File: src/common/icache_pkg.sv
package icache_pkg;

    // ==============================
    // Cache geometry
    // ==============================

    // Processor word and address width
    localparam int XLEN           = 32;
    localparam int N_WAYS         = 4;
    localparam int N_SETS         = 64;
    localparam int WORDS_PER_LINE = 4;
    localparam int LINE_W         = XLEN * WORDS_PER_LINE;

    // Address field widths
    localparam int SET_BITS  = $clog2(N_SETS);
    localparam int WOFF_BITS = $clog2(WORDS_PER_LINE);
    localparam int BYTE_BITS = 2;
    localparam int TAG_W     = XLEN - SET_BITS - WOFF_BITS - BYTE_BITS;

    // ==============================
    // Width types
    // ==============================

    typedef logic [XLEN-1:0]           word_t;
    typedef logic [XLEN-1:0]           addr_t;
    // Word 0 sits in the lowest bits
    typedef logic [LINE_W-1:0]         line_t;
    typedef logic [TAG_W-1:0]          tag_t;
    typedef logic [SET_BITS-1:0]       set_idx_t;
    typedef logic [$clog2(N_WAYS)-1:0] way_idx_t;
    typedef logic [WOFF_BITS-1:0]      word_off_t;

    // Byte address split into its cache fields, MSB first
    typedef struct packed {
        tag_t                 tag;
        set_idx_t             set_idx;
        word_off_t            word_off;
        logic [BYTE_BITS-1:0] byte_off;
    } fetch_addr_t;

    // Line refill request towards memory
    typedef struct packed {
        logic  strobe;
        addr_t addr;
    } mem_req_t;

    // Cache controller FSM states
    typedef enum logic [1:0] {
        INIT,
        IDLE,
        LOOKUP,
        REFILL
    } ctrl_state_e;

endpackage

File: src/cache_array/hit_select.sv
`timescale 1ns/10ps

module hit_select import icache_pkg::*;
(
    // Request fields
    input  tag_t              tag_i,
    input  word_off_t         word_i,

    // Per-way lookup data
    input  tag_t              tags_i [N_WAYS],
    input  logic [N_WAYS-1:0] valids_i,
    input  line_t             lines_i [N_WAYS],

    // Line arriving from memory
    input  line_t             refill_line_i,
    input  logic              refilling_i,

    output logic              hit_o,
    output word_t             word_o
);

    logic [N_WAYS-1:0] way_match;
    way_idx_t          hit_way;
    line_t             src_line;

    // Tag compare, only valid ways count
    always_comb
    begin
        for (int w = 0; w < N_WAYS; w++)
        begin
            way_match[w] = valids_i[w] && (tags_i[w] == tag_i);
        end
    end

    assign hit_o = |way_match;

    // One-hot match to way number
    always_comb
    begin
        case (way_match)
            4'b0001: hit_way = 2'd0;
            4'b0010: hit_way = 2'd1;
            4'b0100: hit_way = 2'd2;
            4'b1000: hit_way = 2'd3;
            // Multiple matches fall back to way 0
            default: hit_way = 2'd0;
        endcase
    end

    // Refill line wins while it is being written
    assign src_line = refilling_i ? refill_line_i : lines_i[hit_way];

    // Word 0 in the low bits, one rule for every offset
    assign word_o = src_line[word_i * XLEN +: XLEN];

endmodule

File: config.mk
export PLATFORM = sky130hd
export DESIGN_NAME = hit_select
export DESIGN_NICKNAME = d
export VERILOG_FILES = /design/src/common/icache_pkg.sv /design/src/cache_array/hit_select.sv
export SDC_FILE = /design/constraint.sdc
export NUM_CORES = 1
export LEC_CHECK = 0
export BUFFER_PORTS_ARGS = -buffer_cell sky130_fd_sc_hd__buf_2
export CAP_MARGIN = 25
export CORE_AREA = 2 2 305 307
export DETAILED_ROUTE_END_ITERATION = 6
export DIE_AREA = 0 0 307 309
export GPL_ROUTABILITY_DRIVEN = 0
export PLACE_DENSITY = 0.33
export SLEW_MARGIN = 30
export SYNTH_ARGS = -nofsm -noshare
export SYNTH_HDL_FRONTEND = slang
export SYNTH_SLANG_ARGS = --single-unit
File: constraint.sdc
create_clock -name vclk -period 4.7
set_input_delay 0.94 -clock vclk [all_inputs]
set_output_delay 0.94 -clock vclk [all_outputs]
set_load 0.01 [all_outputs]
==> impl_metrics.py <==
metrics = {
    "status": {
        "status": "complete, but fails checks",
        "violations": "setup timing",
    },
    "finish": {
        "n_sequential_cell": 0,
        "nNetsFinal": 2611,
        "drive_above_1_share_pct": 70.8,
        "syn2layout_area_growth_pct": 124,
        "fillers": 10500,
        "finalNonFillerCells": 3047,
        "register_area_sq_um": 0,
        "nClkBuffers": 0,
        "design_area_sq_um": 16200,
    },
    "setup_path": {
        "path_buf_inv": 7,
        "crit_top_cell": "buf_12",
        "start_kind": "primary input",
        "crit_chain": "buf_12 > buf_6 > xnor2_4 > nand3_2 > or4_4 > o211a_4 > o211ai_4 > buf_12 > buf_16 > buf_8 > mux2i_1 > mux2i_2 > buf_4 > nor3_1 > a2111oi_4 > buf_2",
        "critical-path-max-stage-delay_ps": 600,
        "end_kind": "primary output",
        "crit_family": "buffers and inverters",
        "worst_ep_arrival_time_ps": 4150,
        "crit_path_max_fanout": 8,
        "critPathKind": "in2out",
        "cpMaxStageDelayCell": "or4_4",
        "worstPathRequired_ps": 3760,
    },
    "grt": {
        "track_usage_pct": 14.3,
        "antenna_found_initial": 30,
        "grt_pass1_vias": 11800,
        "gr-usage-met3_pct": 1.90,
        "grt_use_met2_pct": 26.0,
        "grt_max_degree": 38,
        "grt.busiest_layer": "met2",
        "grt_overflow": 0,
        "grt_pass1_wl_um": 94900,
        "grtUsageMet1_pct": 18.2,
    },
    "timing": {
        "setup_ws_ps": -390,
        "post-route-period-util_pct": 108,
        "hold_viol": 0,
        "worst_slew_pin_slew_ps": 713,
        "relSlewSlack_pct": 52.3,
        "rsz0062_at_grt": "yes",
        "finalCriticalPeriod_ps": 5090,
        "setup_viol": 32,
        "slew_viol_final": 0,
        "clock.fmax_ghz": 0.196,
    },
    "placement": {
        "dpl_cell_area_sq_um": 14100,
        "dp_hpwl_um": 64200,
        "place_ws_ps": -1240,
        "portBuffers": 790,
        "dp.cells": 2975,
    },
    "min_path": {
        "hold_path.class": "in2out",
    },
    "routing": {
        "ant_nets": 0,
        "vias": 11500,
        "wl_per_cell_um": 24.3,
        "dr.pass1.iters": 4,
        "drt_wl_total_um": 74200,
        "vias_per_cell": 3.77,
        "drtIter0Drc": 576,
        "drc": 0,
    },
    "die": {
        "die_h_um": 309,
        "fp.coreArea_sq_um": 91400,
        "io_pins": 790,
        "die_x_um": 307,
        "die_area_sq_um": 94900,
        "num_rows": 111,
        "initial_core_util_pct": 7.93,
    },
    "yosys": {
        "syn_nets": 1620,
        "syn_inst": 863,
        "ys_types": 53,
        "ys_seq_area_share_pct": 0,
        "syn-cell-area_sq_um": 7240,
        "yosys_warnings": 0,
        "synth.avg_cell_area_sq_um": 8.39,
    },
    "pwr": {
        "power.leakage_uw": 0.00850,
        "power.total_uw": 1200,
        "pwr_density_cell_nw_per_um2": 74.0,
        "vdd_drop_max_mv": 0.0190,
    },
    "job": {
        "drv_cap": 0,
    },
    "clock_tree": {
        "cts_hold_buf": 0,
    },
}
path summary, 6_finish.rpt:
check	startpoint	end	slack, ps	cells past startpoint
min	refill_line_i[78]	word_o[14]	2360	4
max	tag_i[21]	word_o[9]	-390	16
area by class of cell:
type	instances	area [sq um]	share of cell area, %
multi-input cells	784	7780	48.0
inverters	1	3.75	0.0232
diodes	9	22.5	0.139
well taps	1186	1480	9.16
repair buffers	1067	6910	42.7
cells in the mapped netlist (22+ instances only):
library cell | instances | area share [%]
mux4_2 | 34 | 11
nor3_1 | 32 | 2.2
nor2_1 | 28 | 1.5
nand4_1 | 29 | 2.5
mux2i_1 | 220 | 30
xor2_1 | 25 | 3.0
o22ai_1 | 37 | 3.2
buf_4 | 22 | 2.3
xnor2_1 | 64 | 7.7
nand2_1 | 67 | 3.5
mux2_2 | 62 | 9.6
clkbuf_1 | 32 | 1.7
stage by stage:
stage               utilization [%]  hold WS (ps)  TNS [ps]
finish                         17.7          2360    -10030
global route                   17.7          2390    -15160
CTS                            16.5          2370    -13500
detailed placement             15.5          2370    -24240
global placement               15.5          2370    -25590
floorplan                         -          2140         0
cell families (layout without fill, tap and decap cells):
family | count (synthesis) | after routing | share of synthesized area [%]
buf+inv | 79 | 1068 | 6.41
simple gates | 226 | 226 | 16.1
mux | 316 | 316 | 50.6
compound gates | 153 | 153 | 16.1
xor+xnor | 89 | 89 | 10.8
other cells | 0 | 9 | 0
where the power goes:
group / leakage, uW / switching (uW) / internal (uW)
Clock: 0.0000000570 / 0 / 0.000202
Sequential: 0 / 0 / 0
Combinational: 0.00850 / 564 / 635
tightest hold or removal path: stages:
cell,delay [ps]
buf_2,120
nor3_2,130
a2111oi_2,70
buf_2,150
layer usage:
metal  vias to the layer above  wire length (um)
li1                       5376                 -
met4                         8              1420
met3                        78              4170
met5                         -                60
met1                      5407             31900
met2                       607             36600
cell usage in the layout, fill, tap and decap left out, types with 15 or more instances in the layout:
cell	instances
o22ai_1	31
a211o_1	15
buf_2	772
nand4_1	29
buf_12	34
mux4_2	34
mux2i_2	36
mux2i_1	181
xnor2_2	18
buf_4	201
mux2_2	59
xnor2_1	37
and2_1	20
buf_6	37
nor3_1	15
xor2_1	23
a21o_1	15
nand2_1	65
nor2_1	22
timing repair:
item,4_1_cts,5_1_grt
pin swaps,36,50
setup endpoints to repair,32,32
buffers inserted,27,36
cloned,4,5
resized for setup,137,151
No activity file was read; power rests on OpenSTA's default activity.
