### config.mk
export PLATFORM = sky130hd
export DESIGN_NAME = icache_ctrl
export DESIGN_NICKNAME = d
export VERILOG_FILES = /design/src/common/icache_pkg.sv /design/src/hw/icache_ctrl.sv
export SDC_FILE = /design/constraint.sdc
export NUM_CORES = 1
export LEC_CHECK = 0
export BUFFER_PORTS_ARGS = -buffer_cell sky130_fd_sc_hd__buf_2
export CAP_MARGIN = 20
export CORE_MARGIN = 5
export CORE_UTILIZATION = 43
export DETAILED_ROUTE_END_ITERATION = 16
export PLACE_DENSITY = 0.79
export SYNTH_ARGS = -nofsm -noshare
export SYNTH_HDL_FRONTEND = slang
export SYNTH_SLANG_ARGS = --single-unit
### constraint.sdc
create_clock -name clk_i -period 2 [get_ports clk_i]
set_clock_uncertainty 0.05 [all_clocks]
set_input_delay 0.1 -clock clk_i [delete_from_list [all_inputs] [get_ports clk_i]]
set_output_delay 0.1 -clock clk_i [all_outputs]
set_load 0.1 [all_outputs]
### src/common/icache_pkg.sv
package icache_pkg;

    // ==============================
    // Cache geometry
    // ==============================

    // Processor word and address width
    localparam int XLEN           = 32;
    localparam int N_WAYS         = 4;
    localparam int N_SETS         = 64;
    localparam int WORDS_PER_LINE = 4;
    localparam int LINE_W         = XLEN * WORDS_PER_LINE;

    // Address field widths
    localparam int SET_BITS  = $clog2(N_SETS);
    localparam int WOFF_BITS = $clog2(WORDS_PER_LINE);
    localparam int BYTE_BITS = 2;
    localparam int TAG_W     = XLEN - SET_BITS - WOFF_BITS - BYTE_BITS;

    // ==============================
    // Width types
    // ==============================

    typedef logic [XLEN-1:0]           word_t;
    typedef logic [XLEN-1:0]           addr_t;
    // Word 0 sits in the lowest bits
    typedef logic [LINE_W-1:0]         line_t;
    typedef logic [TAG_W-1:0]          tag_t;
    typedef logic [SET_BITS-1:0]       set_idx_t;
    typedef logic [$clog2(N_WAYS)-1:0] way_idx_t;
    typedef logic [WOFF_BITS-1:0]      word_off_t;

    // Byte address split into its cache fields, MSB first
    typedef struct packed {
        tag_t                 tag;
        set_idx_t             set_idx;
        word_off_t            word_off;
        logic [BYTE_BITS-1:0] byte_off;
    } fetch_addr_t;

    // Line refill request towards memory
    typedef struct packed {
        logic  strobe;
        addr_t addr;
    } mem_req_t;

    // Cache controller FSM states
    typedef enum logic [1:0] {
        INIT,
        IDLE,
        LOOKUP,
        REFILL
    } ctrl_state_e;

endpackage

### src/hw/icache_ctrl.sv
`timescale 1ns/10ps

module icache_ctrl import icache_pkg::*;
(
    input  logic              clk_i,
    input  logic              rst_i,

    // Processor request
    input  logic              p_strobe_i,
    input  addr_t             p_addr_i,

    // Lookup and memory status
    input  logic              hit_i,
    input  logic              m_ready_i,
    input  way_idx_t          victim_i,

    // Storage write controls
    output logic [N_WAYS-1:0] way_we_o,
    output logic [N_WAYS-1:0] valid_we_o,
    output logic              valid_wdata_o,
    output set_idx_t          wr_set_o,
    output logic              refill_done_o,

    // Handshakes
    output logic              p_ready_o,
    output mem_req_t          m_req_o
);

    // Last set visited by the valid clear walk
    localparam set_idx_t LAST_SET = set_idx_t'(N_SETS - 1);

    ctrl_state_e state_q;
    ctrl_state_e state_d;

    // Valid clear walk position
    set_idx_t init_cnt_q;

    // Memory request registers
    logic  strobe_q;
    addr_t addr_q;

    // Request address fields and its line-aligned form
    fetch_addr_t req;
    fetch_addr_t req_aligned;

    always_comb
    begin
        req                  = fetch_addr_t'(p_addr_i);
        req_aligned          = req;
        // Clear word and byte offsets for a whole-line fetch
        req_aligned.word_off = '0;
        req_aligned.byte_off = '0;
    end

    // ==============================
    // State register and counters
    // ==============================

    always_ff @(posedge clk_i)
    begin
        if (rst_i)
        begin
            state_q    <= INIT;
            init_cnt_q <= '0;
            strobe_q   <= 1'b0;
        end
        else
        begin
            state_q <= state_d;
            if (state_q == INIT)
            begin
                init_cnt_q <= init_cnt_q + 1'b1;
            end
            // One-cycle pulse, lands in the first REFILL cycle
            strobe_q <= (state_q == LOOKUP) && !hit_i;
        end
    end

    // Line address captured on the miss, held through REFILL
    always_ff @(posedge clk_i)
    begin
        if (state_q == LOOKUP)
        begin
            addr_q <= addr_t'(req_aligned);
        end
    end

    // ==============================
    // Next state
    // ==============================

    always_comb
    begin
        state_d = state_q;
        case (state_q)
            INIT:
            begin
                // One set per cycle, requests wait until done
                if (init_cnt_q == LAST_SET)
                begin
                    state_d = IDLE;
                end
            end
            IDLE:
            begin
                if (p_strobe_i)
                begin
                    state_d = LOOKUP;
                end
            end
            LOOKUP:
            begin
                state_d = hit_i ? IDLE : REFILL;
            end
            REFILL:
            begin
                // Slow memory simply stretches this state
                if (m_ready_i)
                begin
                    state_d = IDLE;
                end
            end
            default:
            begin
                state_d = INIT;
            end
        endcase
    end

    // ==============================
    // Outputs
    // ==============================

    always_comb
    begin
        refill_done_o = (state_q == REFILL) && m_ready_i;

        // One-hot victim write during the refill beat
        way_we_o = '0;
        if (refill_done_o)
        begin
            way_we_o[victim_i] = 1'b1;
        end

        // INIT clears every way, refill sets only the victim
        valid_we_o    = (state_q == INIT) ? '1 : way_we_o;
        valid_wdata_o = refill_done_o;
        wr_set_o      = (state_q == INIT) ? init_cnt_q : req.set_idx;

        p_ready_o = ((state_q == LOOKUP) && hit_i) || refill_done_o;

        m_req_o.strobe = strobe_q;
        m_req_o.addr   = addr_q;
    end

endmodule

==> results.sh <==
export IMPL_fillers=256
export IMPL_clock_latency_ps=330
export IMPL_whs_endpoint="strobe_q"
export IMPL_min_delay_start="hit_i"
export IMPL_port_buffers=80
export IMPL_r2r_end="state_q[0]"
export IMPL_viasPerCell=4.60
export IMPL_grt_pass1_wl_mm=6.38
export IMPL_multi_input_area_um2=482
export IMPL_drt_iter0_drc=73
export IMPL_p_clk_frac=0.264
export IMPL_clock_sinks=37
export IMPL_area_delta_synth_final_pct=61.7
export IMPL_ys_types=27
export IMPL_report_final_slew_viol_count=0
export IMPL_placed_area_um2=2060
export IMPL_rr_worst_depth=6
export IMPL_yosysWarnings=0
export IMPL_clk_pin_slew_worst_paths_ps=110
export IMPL_power_leakage_nw=1.08
export IMPL_place_gp_congestion=0.759
export IMPL_power_frac_comb=0.132
export IMPL_cts_root_buffer="clkbuf_4"
export IMPL_drv_cap=0
export IMPL_grt_max_degree=27
export IMPL_cts_buffers=5
export IMPL_rrSetupSlack_ps=180
export IMPL_synth_seq_area_share=0.678
export IMPL_cp_max_fo=14
export IMPL_layout_drive_gt1_share=0.516
export IMPL_seq_area_um2=1020
export IMPL_synthTopCellsByArea="edfxtp_1 (56%), dfxtp_1 (12%), mux2_2 (4.5%), ha_1 (4.2%), buf_4 (3.0%)"
export IMPL_dp_slack_ps=47.5
export IMPL_start_kind="flop"
export IMPL_finish_instance_area_um2=2440
export IMPL_cts_max_path_buffers=2
export IMPL_swShare=0.251
export IMPL_cp_end_kind="primary output"
export IMPL_wl_per_cell_um=14.5
export IMPL_outcome="completed"
export IMPL_switchingPower_mw=0.348
export IMPL_firstDrtPassIters=4
export IMPL_num_io_pins=89
export IMPL_wl_mm=3.88
export IMPL_die_w_um=69.2
export IMPL_power_frac_seq=0.603
export IMPL_arrival_ps=1750
export IMPL_hp_class="in -> reg"
export IMPL_ys_ff_latch=37
export IMPL_die_h_um=69.2
export IMPL_h_tree_depth=2
export IMPL_hold_ws_ps=35.0
export IMPL_drc=0
export IMPL_layout_cells_non_filler=267
export IMPL_rsz0062_at_grt="no"
export IMPL_yosys_area_top_type_share=0.558
export IMPL_netlist_area_um2=1510
export IMPL_dp_hpwl_mm=2.68
export IMPL_final_util=0.724
export IMPL_initial_utilization=0.448
export IMPL_fmax_mhz=527
export IMPL_setup_viol=0
export IMPL_antenna_cells=0
export IMPL_cp_required_ps=1850
export IMPL_holdPathStages=3
export IMPL_hold_viol=0
export IMPL_peakVddDrop_mv=0.488
export IMPL_fin_nets=264
export IMPL_setup_slack_ps=104
export IMPL_drtAntennaViolNets=0
export IMPL_dieArea_um2=4790
export IMPL_via_count=1228
export IMPL_grtUsageTotal=0.169
export IMPL_core_area_um2=3360
export IMPL_grt_ovfl_total=0
export IMPL_timing_final_crit_share=0.948
export IMPL_place_inst=227
export IMPL_critPathKind="reg -> out"
export IMPL_r2r_start="state_q[1]"
export IMPL_cts_tree="yes"
export IMPL_synthCells=105
export IMPL_power_internal_mw=1.04
export IMPL_row_count=21
export IMPL_p_per_area_nw_per_um2=569
export IMPL_syn_avg_cell_area_um2=14.3
export IMPL_grt_pass1_vias=1311
export IMPL_synth_top_cell_by_area="edfxtp_1"
export IMPL_final_min_clock_period_ps=1900
export IMPL_antenna_found_initial=0
[synth_stat cells (all sizes together)]
cell and number:
inv 5, conb 1, nand4 3, xnor2 1, dfxtp 9, nor2b 4, xor2 3, a21oi 1
buf 8, a2111oi 1, mux2 7, o21ai 1, nand3 1, nor3 2, ha 5, and2 1
mux2i 2, nand2 6, or2 4, o211ai 1, edfxtp 28, clkbuf 1, nor2 9, or3 1
[power by group through the flow]
stage	sequential, mW	clock [mW]	combinational (mW)
after floorplan	0.851	0	0.0978
after global placement	0.852	0	0.133
after detailed placement	0.853	0	0.138
after CTS	0.836	0.381	0.183
after global routing	0.837	0.432	0.196
final	0.836	0.366	0.183
[worst max-delay path by stage]
stage          startpoint            end  slack (ps)  cells after the start
2_1_floorplan  state_q[1]  valid_we_o[1]        -180                      4
3_3_place_gp   state_q[0]     state_q[0]         130                      5
3_5_place_dp   state_q[0]     state_q[0]          50                      5
4_1_cts        state_q[0]    wr_set_o[5]          30                      4
5_1_grt        state_q[1]    wr_set_o[5]          20                      4
6_report       state_q[1]    wr_set_o[5]         100                      4
[critical path, cell delays in order, from the launching register on]
cell     delay [ps]
dfxtp_2         370
inv_1           120
ha_4            260
mux2_2          370
buf_2           290
[logic make-up (layout without fill, tap and decap cells)]
family,after synthesis,in the layout,synth area share
flops,37,37,0.678
other cells,1,4,0.00249
mux,9,9,0.0681
fa+ha+maj,5,5,0.0415
compound gates,4,4,0.0299
xor+xnor,4,4,0.0233
simple gates,31,31,0.105
buf+inv,14,127,0.0515
[cell usage in the layout (no fill, tap or decap), types with 4 or more instances in the layout]
cell type / netlist / layout
dfxtp_1: 9 / 7
conb_1: 1 / 4
edfxtp_1: 28 / 28
nor2_1: 9 / 7
buf_2: 2 / 75
clkbuf_4: 0 / 5
nand2_1: 6 / 5
dlygate4sd3_1: 0 / 29
buf_4: 6 / 5
mux2_2: 6 / 6
buf_12: 0 / 5
nor2b_1: 4 / 4
inv_1: 5 / 5
[metrics by stage]
stage	setup TNS, ps	power, mW
floorplan	-539	0.949
global placement	0	0.985
detailed placement	0	0.991
CTS	0	1.40
global route	0	1.46
finish	0	1.39
[layer usage]
metal	vias to the layer above	share of wire	GRT usage
met5	-	0	0
met4	0	0.014	0.0456
met3	9	0.099	0.0754
met2	64	0.52	0.296
met1	569	0.37	0.185
li1	586	-	-
[flip-flops by register name (all words and copies together) (netlist names)]
| register | count |
|---|---|
| state_q | 2 |
| init_cnt_q | 6 |
| addr_q | 28 |
| strobe_q | 1 |
[area by class of cell]
class                   instances  share of cell area
clock inverters                 2             0.00411
multi-input cells              57               0.198
repair buffers                114               0.330
flip-flops and latches         37               0.420
well taps                      46              0.0236
clock buffers                   6              0.0169
inverters                       5             0.00770
[what timing repair did]
action | CTS | global route
endpoints found under the hold margin | 34 | 0
buffers inserted | 0 | 3
endpoints found under the setup margin | 10 | 6
hold buffers | 29 | 0
resized for setup | 2 | 0
pin swaps | 0 | 1
No activity file was read; power rests on OpenSTA's default activity.
