==> config.mk <==
export PLATFORM = sky130hd
export DESIGN_NAME = fifo_victim
export DESIGN_NICKNAME = d
export VERILOG_FILES = /design/src/common/icache_pkg.sv /design/src/hw/fifo_victim.sv
export SDC_FILE = /design/constraint.sdc
export NUM_CORES = 1
export LEC_CHECK = 0
export BUFFER_PORTS_ARGS = -buffer_cell sky130_fd_sc_hd__buf_4
export CORE_UTILIZATION = 25
export CTS_CLUSTER_DIAMETER = 150
export DETAILED_ROUTE_END_ITERATION = 8
export HOLD_SLACK_MARGIN = 0.08
export PLACE_DENSITY = 0.41
export SYNTH_ARGS = -nofsm -noshare
export SYNTH_HDL_FRONTEND = slang
export SYNTH_SLANG_ARGS = --single-unit
==> constraint.sdc <==
create_clock -name clk_i -period 8.38 [get_ports clk_i]
set_clock_uncertainty 0.15 [all_clocks]
set_input_delay 1.257 -clock clk_i [delete_from_list [all_inputs] [get_ports clk_i]]
set_output_delay 1.257 -clock clk_i [all_outputs]
set_load 0.01 [all_outputs]
==> src/common/icache_pkg.sv <==
package icache_pkg;

    // ==============================
    // Cache geometry
    // ==============================

    // Processor word and address width
    localparam int XLEN           = 32;
    localparam int N_WAYS         = 4;
    localparam int N_SETS         = 64;
    localparam int WORDS_PER_LINE = 4;
    localparam int LINE_W         = XLEN * WORDS_PER_LINE;

    // Address field widths
    localparam int SET_BITS  = $clog2(N_SETS);
    localparam int WOFF_BITS = $clog2(WORDS_PER_LINE);
    localparam int BYTE_BITS = 2;
    localparam int TAG_W     = XLEN - SET_BITS - WOFF_BITS - BYTE_BITS;

    // ==============================
    // Width types
    // ==============================

    typedef logic [XLEN-1:0]           word_t;
    typedef logic [XLEN-1:0]           addr_t;
    // Word 0 sits in the lowest bits
    typedef logic [LINE_W-1:0]         line_t;
    typedef logic [TAG_W-1:0]          tag_t;
    typedef logic [SET_BITS-1:0]       set_idx_t;
    typedef logic [$clog2(N_WAYS)-1:0] way_idx_t;
    typedef logic [WOFF_BITS-1:0]      word_off_t;

    // Byte address split into its cache fields, MSB first
    typedef struct packed {
        tag_t                 tag;
        set_idx_t             set_idx;
        word_off_t            word_off;
        logic [BYTE_BITS-1:0] byte_off;
    } fetch_addr_t;

    // Line refill request towards memory
    typedef struct packed {
        logic  strobe;
        addr_t addr;
    } mem_req_t;

    // Cache controller FSM states
    typedef enum logic [1:0] {
        INIT,
        IDLE,
        LOOKUP,
        REFILL
    } ctrl_state_e;

endpackage

==> src/hw/fifo_victim.sv <==
`timescale 1ns/10ps

module fifo_victim import icache_pkg::*;
(
    input  logic     clk_i,
    input  logic     rst_i,
    input  set_idx_t set_i,
    input  logic     advance_i,
    output way_idx_t victim_o
);

    // Round-robin pointer per set, oldest way in that set
    way_idx_t fifo_cnt_q [N_SETS];
    way_idx_t victim_q;

    always_ff @(posedge clk_i)
    begin
        if (rst_i)
        begin
            for (int s = 0; s < N_SETS; s++)
            begin
                fifo_cnt_q[s] <= '0;
            end
        end
        else if (advance_i)
        begin
            // Wraps from way 3 back to way 0
            fifo_cnt_q[set_i] <= fifo_cnt_q[set_i] + 1'b1;
        end
    end

    // Victim follows the addressed set one cycle later
    always_ff @(posedge clk_i)
    begin
        victim_q <= fifo_cnt_q[set_i];
    end

    assign victim_o = victim_q;

endmodule

==> results of run 1 <==
state kept, by name (all words and copies together) (netlist names):
signal      count
fifo_cnt_q    128
victim_o        2
worst register-to-register path, cell delays in order (launching register included):
cell and delay, ps:
edfxtp_1 370, nor2b_1 150, a32o_1 240, o31ai_1 490, nand4_1 140, or4b_4 590, xnor2_4 150, buf_4 510
nor3_1 120
cell usage in the layout (no fill, tap or decap), types with 2 or more instances in the layout:
cell	n
a2111oi_0	3
a211oi_1	7
a21oi_1	2
a221oi_1	12
a22o_1	3
a22oi_1	12
a32o_1	3
and2_1	4
and3_1	7
buf_4	18
clkbuf_1	2
clkbuf_16	17
clkinv_1	4
clkinv_2	2
clkinvlp_4	4
dfxtp_1	2
edfxtp_1	128
inv_1	4
inv_2	2
mux2i_1	16
mux4_2	5
nand2_1	103
nand2b_1	4
nand3_1	7
nand3b_1	8
nor2_1	86
nor2_2	20
nor2b_1	6
nor3_1	44
nor3b_1	2
o211ai_1	4
o21ai_0	22
o221a_2	2
o221ai_1	4
o31ai_1	2
o32ai_1	2
or3b_2	6
layout make-up:
| cell class | instances | area share (%) |
|---|---|---|
| Timing Repair Buffer | 18 | 1.84 |
| Tap cell | 330 | 5.62 |
| Clock buffer | 19 | 5.89 |
| Multi-Input combinational cell | 411 | 32.2 |
| Sequential cell | 130 | 52.9 |
| Inverter | 6 | 0.306 |
| Clock inverter | 12 | 1.28 |
worst max path at each step:
stage | endpoint | slack, ps | cells after the start
3_5_place_dp | fifo_cnt_q[60][1] | 3530 | 9
6_report | fifo_cnt_q[51][1] | 3870 | 9
2_1_floorplan | fifo_cnt_q[12][1] | 4580 | 11
3_3_place_gp | fifo_cnt_q[57][1] | 3530 | 9
4_1_cts | fifo_cnt_q[60][1] | 3980 | 9
5_1_grt | fifo_cnt_q[63][1] | 3750 | 9
stage by stage:
step,util (%),std cells,power (mW),hold slack [ps]
2_1_floorplan,-,596,0.889,547
3_3_place_gp,26.8,895,0.938,654
3_5_place_dp,26.8,895,0.940,648
4_1_cts,28.9,926,1.61,658
5_1_grt,28.9,926,1.65,686
6_report,28.9,926,1.60,668
logic make-up (layout without fill, tap and decap cells):
family | Yosys count | in the layout | share of synthesized area (%)
buf+inv | 55 | 55 | 4.64
simple gates | 302 | 302 | 21.3
flops | 130 | 130 | 59.5
mux | 22 | 22 | 4.41
compound gates | 86 | 86 | 9.75
xor+xnor | 1 | 1 | 0.421
power by group through the flow:
stage | sequential, mW | combinational [mW] | clock [mW]
2_1_floorplan | 0.755 | 0.134 | 0
3_3_place_gp | 0.760 | 0.179 | 0
3_5_place_dp | 0.760 | 0.180 | 0
4_1_cts | 0.747 | 0.180 | 0.687
5_1_grt | 0.748 | 0.193 | 0.713
6_report | 0.746 | 0.178 | 0.674
layer usage:
metal	routed length [um]	part of all wire (%)
met5	69	0.37
met4	342	1.8
met3	1010	5.4
met2	9070	48
met1	8280	44
==> metrics.md, run 1 <==
| Metric | Value |
|---|---|
| Status | `complete, no violations` |
| Die W | `164 um` |
| Row cnt | `58` |
| Ratio of cells with drive above 1 in the final layout | `14.1%` |
| Io pins | `11` |
| Congestion Overflow GR | `0` |
| Clock latency on the worst-skew pair | `420 ps` |
| Register area | `3880 um2` |
| Post-CTS setup buffer count | `0` |
| CP max stage delay | `590 ps` |
| Clk buf depth | `2` |
| Final worst slack | `3870 ps` |
| Final instance area | `7350 um2` |
| Worst path bufs/invs | `3` |
| Hold_buf cts | `0` |
| Max-slew headroom | `24.7%` |
| Clock Pin Slew Worst Setup and Hold Paths | `50 ps` |
| Internal Power | `1.18 mW` |
| Placed cell area | `6820 um2` |
| Final setup viols | `0` |
| Fin crit period | `4510 ps` |
| GRT Total Usage | `14.8%` |
| Post-place setup slack | `3530 ps` |
| Largest net degree at the start of global routing | `69` |
| Worst hold-check path type | `reg -> reg` |
| Final hold viol count | `0` |
| F_max | `222 MHz` |
| CTS tree | `built` |
| WL/cell | `20.3 um` |
| Distinct cell type count after synthesis | `50` |
| P&R area growth vs syn | `12.5%` |
| FF-to-FF Start | `fifo_cnt_q[43][1]` |
| Hold endpoint | `victim_o[1]` |
| Most frequent cell after synthesis | `edfxtp_1` |
| Clock network power share | `42.2%` |
| Starting Density | `25.7%` |
| Drt total wl | `18.8 mm` |
| Cells after Synth | `596` |
| Yosys reg bits | `130` |
| Post-CTS Resized | `0` |
| Final period util | `53.8%` |
| First-pass GRT wire length | `28.9 mm` |
| Worst Max-Slew Pin Slew | `1130 ps` |
| Area of the multi-input gates | `2370 um2` |
| ANT nets after route | `0` |
| CTS root buffer | `clkbuf_16` |
| Post-synth EDFFs | `128` |
| IO Port Bufs | `10` |
| Worst min-delay path startpoint | `fifo_cnt_q[50][1]` |
| Num CTS Buffers | `17` |
| Post-synth top area cell | `edfxtp_1` |
| Worst Setup Path Type | `in -> reg` |
| FF-to-FF End | `fifo_cnt_q[51][1]` |
| Grt met2 use | `23.9%` |
| Busiest layer in global routing | `met2` |
| Hold path cells | `4` |
| Switching Fraction | `26.1%` |
| Type of origin of the critical path | `input pin` |
| Psw | `417 uW` |
| Critical path origin | `set_i[2]` |
| Fill cells | `2663` |
| HPWL after detailed placement | `11.9 mm` |
| RSZ-0062 raised after global routing | `no` |
| PwrDens | `217 nW/um2` |
| Register share of total power | `46.7%` |
| Total core area | `25400 um2` |
| Detailed-route DRC error count | `0` |
| TritonRoute pass-1 iters | `5` |
| Vias in the first global route | `4640` |
| Initial drt markers | `476` |
| Final max-slew violation count | `0` |
| Nets | `593` |
| ANT cells | `0` |
| Initial antenna violation count | `0` |
| Crit end category | `flip-flop` |
| Fraction of registers with async set/reset | `0%` |
| Post-synth top cells | `edfxtp_1 (128), nand2_1 (103), nor2_1 (86)` |
| Synth Warn # | `0` |
| Die Ht | `164 um` |
| R2R cell count | `8` |
| Maximum level of the CTS H-tree | `4` |
| Mapped Avg Cell Area | `11.0 um2` |
| Met1 usage | `19.4%` |
| Die Area | `26800 um2` |
| Ranking of synthesized cells by area | `edfxtp_1 (59%), nand2_1 (5.9%), nor2_1 (4.9%)` |
| Via Count | `4690` |
| Drt via density | `5.06` |
| Worst Path Required | `8370 ps` |
| Peak supply drop | `0.000137 V` |
| Routability congestion estimate | `0.782` |
| Critical-path cell list | `buf_4 > inv_2 > a32o_1 > o31ai_1 > nand4_1 > or4b_4 > xnor2_4 > buf_4 > nor3_1` |
| Reg2Reg Setup Slack | `5180 ps` |
| CP max stage cell | `or4b_4` |
| Main synth FF type | `edfxtp_1` |
| Critical path arrival | `4490 ps` |
| CP max FO | `55` |
| Crit-path most repeated cell | `buf_4` |
| Mapped Nets | `605` |
| Setup total negative slack | `0 ps` |
| Family with the most delay on the worst path | `buffers and inverters` |
| Seq/Total Area, Yosys | `59.5%` |
| Cell Area, Synth | `6530 um2` |
| Max-cap violations | `0` |
| Clk sinks | `130` |
| GR met3 Demand/Resource | `2.77%` |
| Gate power share | `11.1%` |
| Top cell type's share of synthesized area | `58.8%` |
| Pleak | `2.51 nW` |
Note: power is estimated with default switching activity, not from simulation.
==> run 2: changes to the inputs <==
PLACE_DENSITY = 0.42   (was 0.41)
clock period = 3.6 ns   (was 8.38 ns; I/O delays follow)
==> metrics.md, run 2 (same netlist as run 1, synthesis figures left out) <==
| Metric | Value |
|---|---|
| Post-Place Cells | `929 (was 895)` |
| Worst Path Required | `3610 ps (was 8370 ps)` |
| Placed cell area | `7120 um2 (was 6820 um2)` |
| Vias in the first global route | `4770 (was 4640)` |
| Maximum level of the CTS H-tree | `4 (unchanged)` |
| RSZ-0062 raised after global routing | `no (unchanged)` |
| Initial drt markers | `371 (was 476)` |
| Final period util | `89.8%` |
| Largest Register | `fifo_cnt_q (unchanged)` |
| Io pins | `11 (unchanged)` |
| Final worst slack | `367 ps (was 3870 ps)` |
| Worst Max-Slew Pin Slew | `739 ps (was 1130 ps)` |
| Clk buf depth | `2 (unchanged)` |
| Clock Pin Slew Worst Setup and Hold Paths | `60 ps (was 50 ps)` |
| Most frequent cells in the layout | `edfxtp_1 (128), nand2_1 (103), nor2_1 (86) (unchanged)` |
| Drt total wl | `18.7 mm (was 18.8 mm)` |
| Row cnt | `58 (unchanged)` |
| Post-place setup slack | `-27.3 ps (was 3530 ps)` |
| Ratio of cells with drive above 1 in the final layout | `19.2% (was 14.1%)` |
| CP max stage delay | `590 ps (about the same)` |
| P&R area growth vs syn | `19.2% (was 12.5%)` |
| CP max stage cell | `or4b_4 (unchanged)` |
| Total core area | `25400 um2 (unchanged)` |
| Internal Power | `3.16 mW (was 1.18 mW)` |
| Pleak | `2.76 nW (was 2.51 nW)` |
| Die W | `164 um (unchanged)` |
| Final instance area | `7780 um2 (was 7350 um2)` |
| Setup total negative slack | `0 ps (unchanged)` |
| Non-Filler Instances | `961 (was 926)` |
| Peak supply drop | `0.000321 V (was 0.000137 V)` |
| Clock latency on the worst-skew pair | `410 ps (was 420 ps)` |
| Via Count | `4704 (was 4690)` |
| Grt met2 use | `24.4% (was 23.9%)` |
| Met1 usage | `18.9% (was 19.4%)` |
| Worst hold-check path type | `in -> reg (was reg -> reg)` |
| Critical path arrival | `3240 ps (was 4490 ps)` |
| CTS tree | `built (unchanged)` |
| Die Area | `26800 um2 (unchanged)` |
| GR met3 Demand/Resource | `3.10% (was 2.77%)` |
| ANT nets after route | `0 (unchanged)` |
| IO Port Bufs | `10 (unchanged)` |
| Crit end category | `flip-flop (unchanged)` |
| Hold_buf cts | `0 (unchanged)` |
| Final setup viols | `0 (unchanged)` |
| Initial antenna violation count | `0 (unchanged)` |
| Final hold viol count | `0 (unchanged)` |
| Die Ht | `164 um (unchanged)` |
| Clk sinks | `130 (unchanged)` |
| Busiest layer in global routing | `met2 (unchanged)` |
| Register share of total power | `41.8% (was 46.7%)` |
| First-pass GRT wire length | `28.6 mm (was 28.9 mm)` |
| Fin crit period | `3230 ps` |
| WL/cell | `19.5 um (was 20.3 um)` |
| Detailed-route DRC error count | `0 (unchanged)` |
| Status | `complete, no violations (unchanged)` |
| CTS root buffer | `clkbuf_16 (unchanged)` |
| Routability congestion estimate | `0.836 (was 0.782)` |
| ANT cells | `0 (unchanged)` |
| F_max | `309 MHz` |
| GRT Total Usage | `14.8% (about the same)` |
| Max-cap violations | `0 (unchanged)` |
| Drt via density | `4.89 (was 5.06)` |
| Clock network power share | `46.9% (was 42.2%)` |
| Max-slew headroom | `50.6% (was 24.7%)` |
| Type of origin of the critical path | `input pin (unchanged)` |
| Reg2Reg Setup Slack | `700 ps (was 5180 ps)` |
| TritonRoute pass-1 iters | `5 (unchanged)` |
| Fill cells | `2616 (was 2663)` |
| Congestion Overflow GR | `0 (unchanged)` |
| Worst Setup Path Type | `in -> reg (unchanged)` |
| Starting Density | `25.7% (unchanged)` |
| Critical-path cell list | `buf_4 > buf_12 > buf_4 > mux2i_1 > o32ai_1 > o31ai_1 > nand4_1 > or4b_4 > xnor2_4 > buf_12 > nor3_1 (was buf_4 > inv_2 > a32o_1 > o31ai_1 > nand4_1 > or4b_4 > xnor2_4 > buf_4 > nor3_1)` |
| Util after Layout | `30.6% (was 28.9%)` |
| Switching Fraction | `24.0% (was 26.1%)` |
| Final max-slew violation count | `0 (unchanged)` |
| Num CTS Buffers | `17 (unchanged)` |
| Max FFs per register | `128 (unchanged)` |
| Post-CTS Resized | `0 (unchanged)` |
| Psw | `996 uW (was 417 uW)` |
| Post-CTS setup buffer count | `0 (unchanged)` |
| HPWL after detailed placement | `13.2 mm (was 11.9 mm)` |
| CP max FO | `30 (was 55)` |
| Largest net degree at the start of global routing | `41 (was 69)` |
| Nets | `627 (was 593)` |
| Commonest non-fill, non-tap cell in the layout | `edfxtp_1 (unchanged)` |
| PwrDens | `534 nW/um2 (was 217 nW/um2)` |
| Gate power share | `11.3% (was 11.1%)` |
[run 2: changes by cell type in the layout (fill, tap and decap cells not counted)]
cell and delta:
buf_12 +4, buf_4 +30, bufinv_16 +5, clkbuf_1 -2
clkinv_1 -1, clkinv_2 -1, clkinv_4 -1, clkinvlp_4 -1
inv_6 +2, nor3b_1 +1, nor3b_2 -1
[run 2: power groups by stage]
stage | clock network (mW) | logic [mW] | registers [mW]
2_1_floorplan | 0 | 0.312 | 1.76
3_3_place_gp | 0 | 0.470 | 1.77
3_5_place_dp | 0 | 0.473 | 1.77
4_1_cts | 1.98 | 0.474 | 1.74
5_1_grt | 2.04 | 0.501 | 1.74
6_report | 1.95 | 0.468 | 1.74
[run 2: worst max-delay path, delay by kind of cell]
kind	cells	cell delay [ps]
and+or+nand+nor	3	820
buffers and inverters	4	790
AOI/OAI and AO/OA	2	540
muxes	1	270
xor gates and xnor gates	1	250
[run 2: layout make-up]
| type | instances | area [um2] | share of cell area, % |
|---|---|---|---|
| sequential | 130 | 3880 | 49.9 |
| multi-input combinational | 411 | 2360 | 30.3 |
| timing repair buffer | 52 | 440 | 5.66 |
| clock buffer | 17 | 425 | 5.47 |
| tap | 330 | 413 | 5.30 |
| clock inverter | 15 | 236 | 3.04 |
| inverter | 6 | 22.5 | 0.289 |
[run 2: metrics by stage]
step / total power [mW] / hold WS [ps]
floorplan: 2.07 / 547
global placement: 2.24 / 697
detailed placement: 2.24 / 665
CTS: 4.20 / 605
global route: 4.29 / 622
finish: 4.16 / 609
[run 2: routing by layer]
layer,up-vias,wire length [um]
met3,31,780
met5,-,0
met1,2341,8530
li1,2231,-
met4,0,380
met2,101,9010
[run 2: path summary, 6_finish.rpt]
kind,start,to,depth (start not counted)
max,set_i[1],fifo_cnt_q[63][1],11
min reg2reg,fifo_cnt_q[29][1],victim_o[1],4
min,rst_i,fifo_cnt_q[29][1],4
max reg2reg,fifo_cnt_q[48][1],fifo_cnt_q[63][1],9
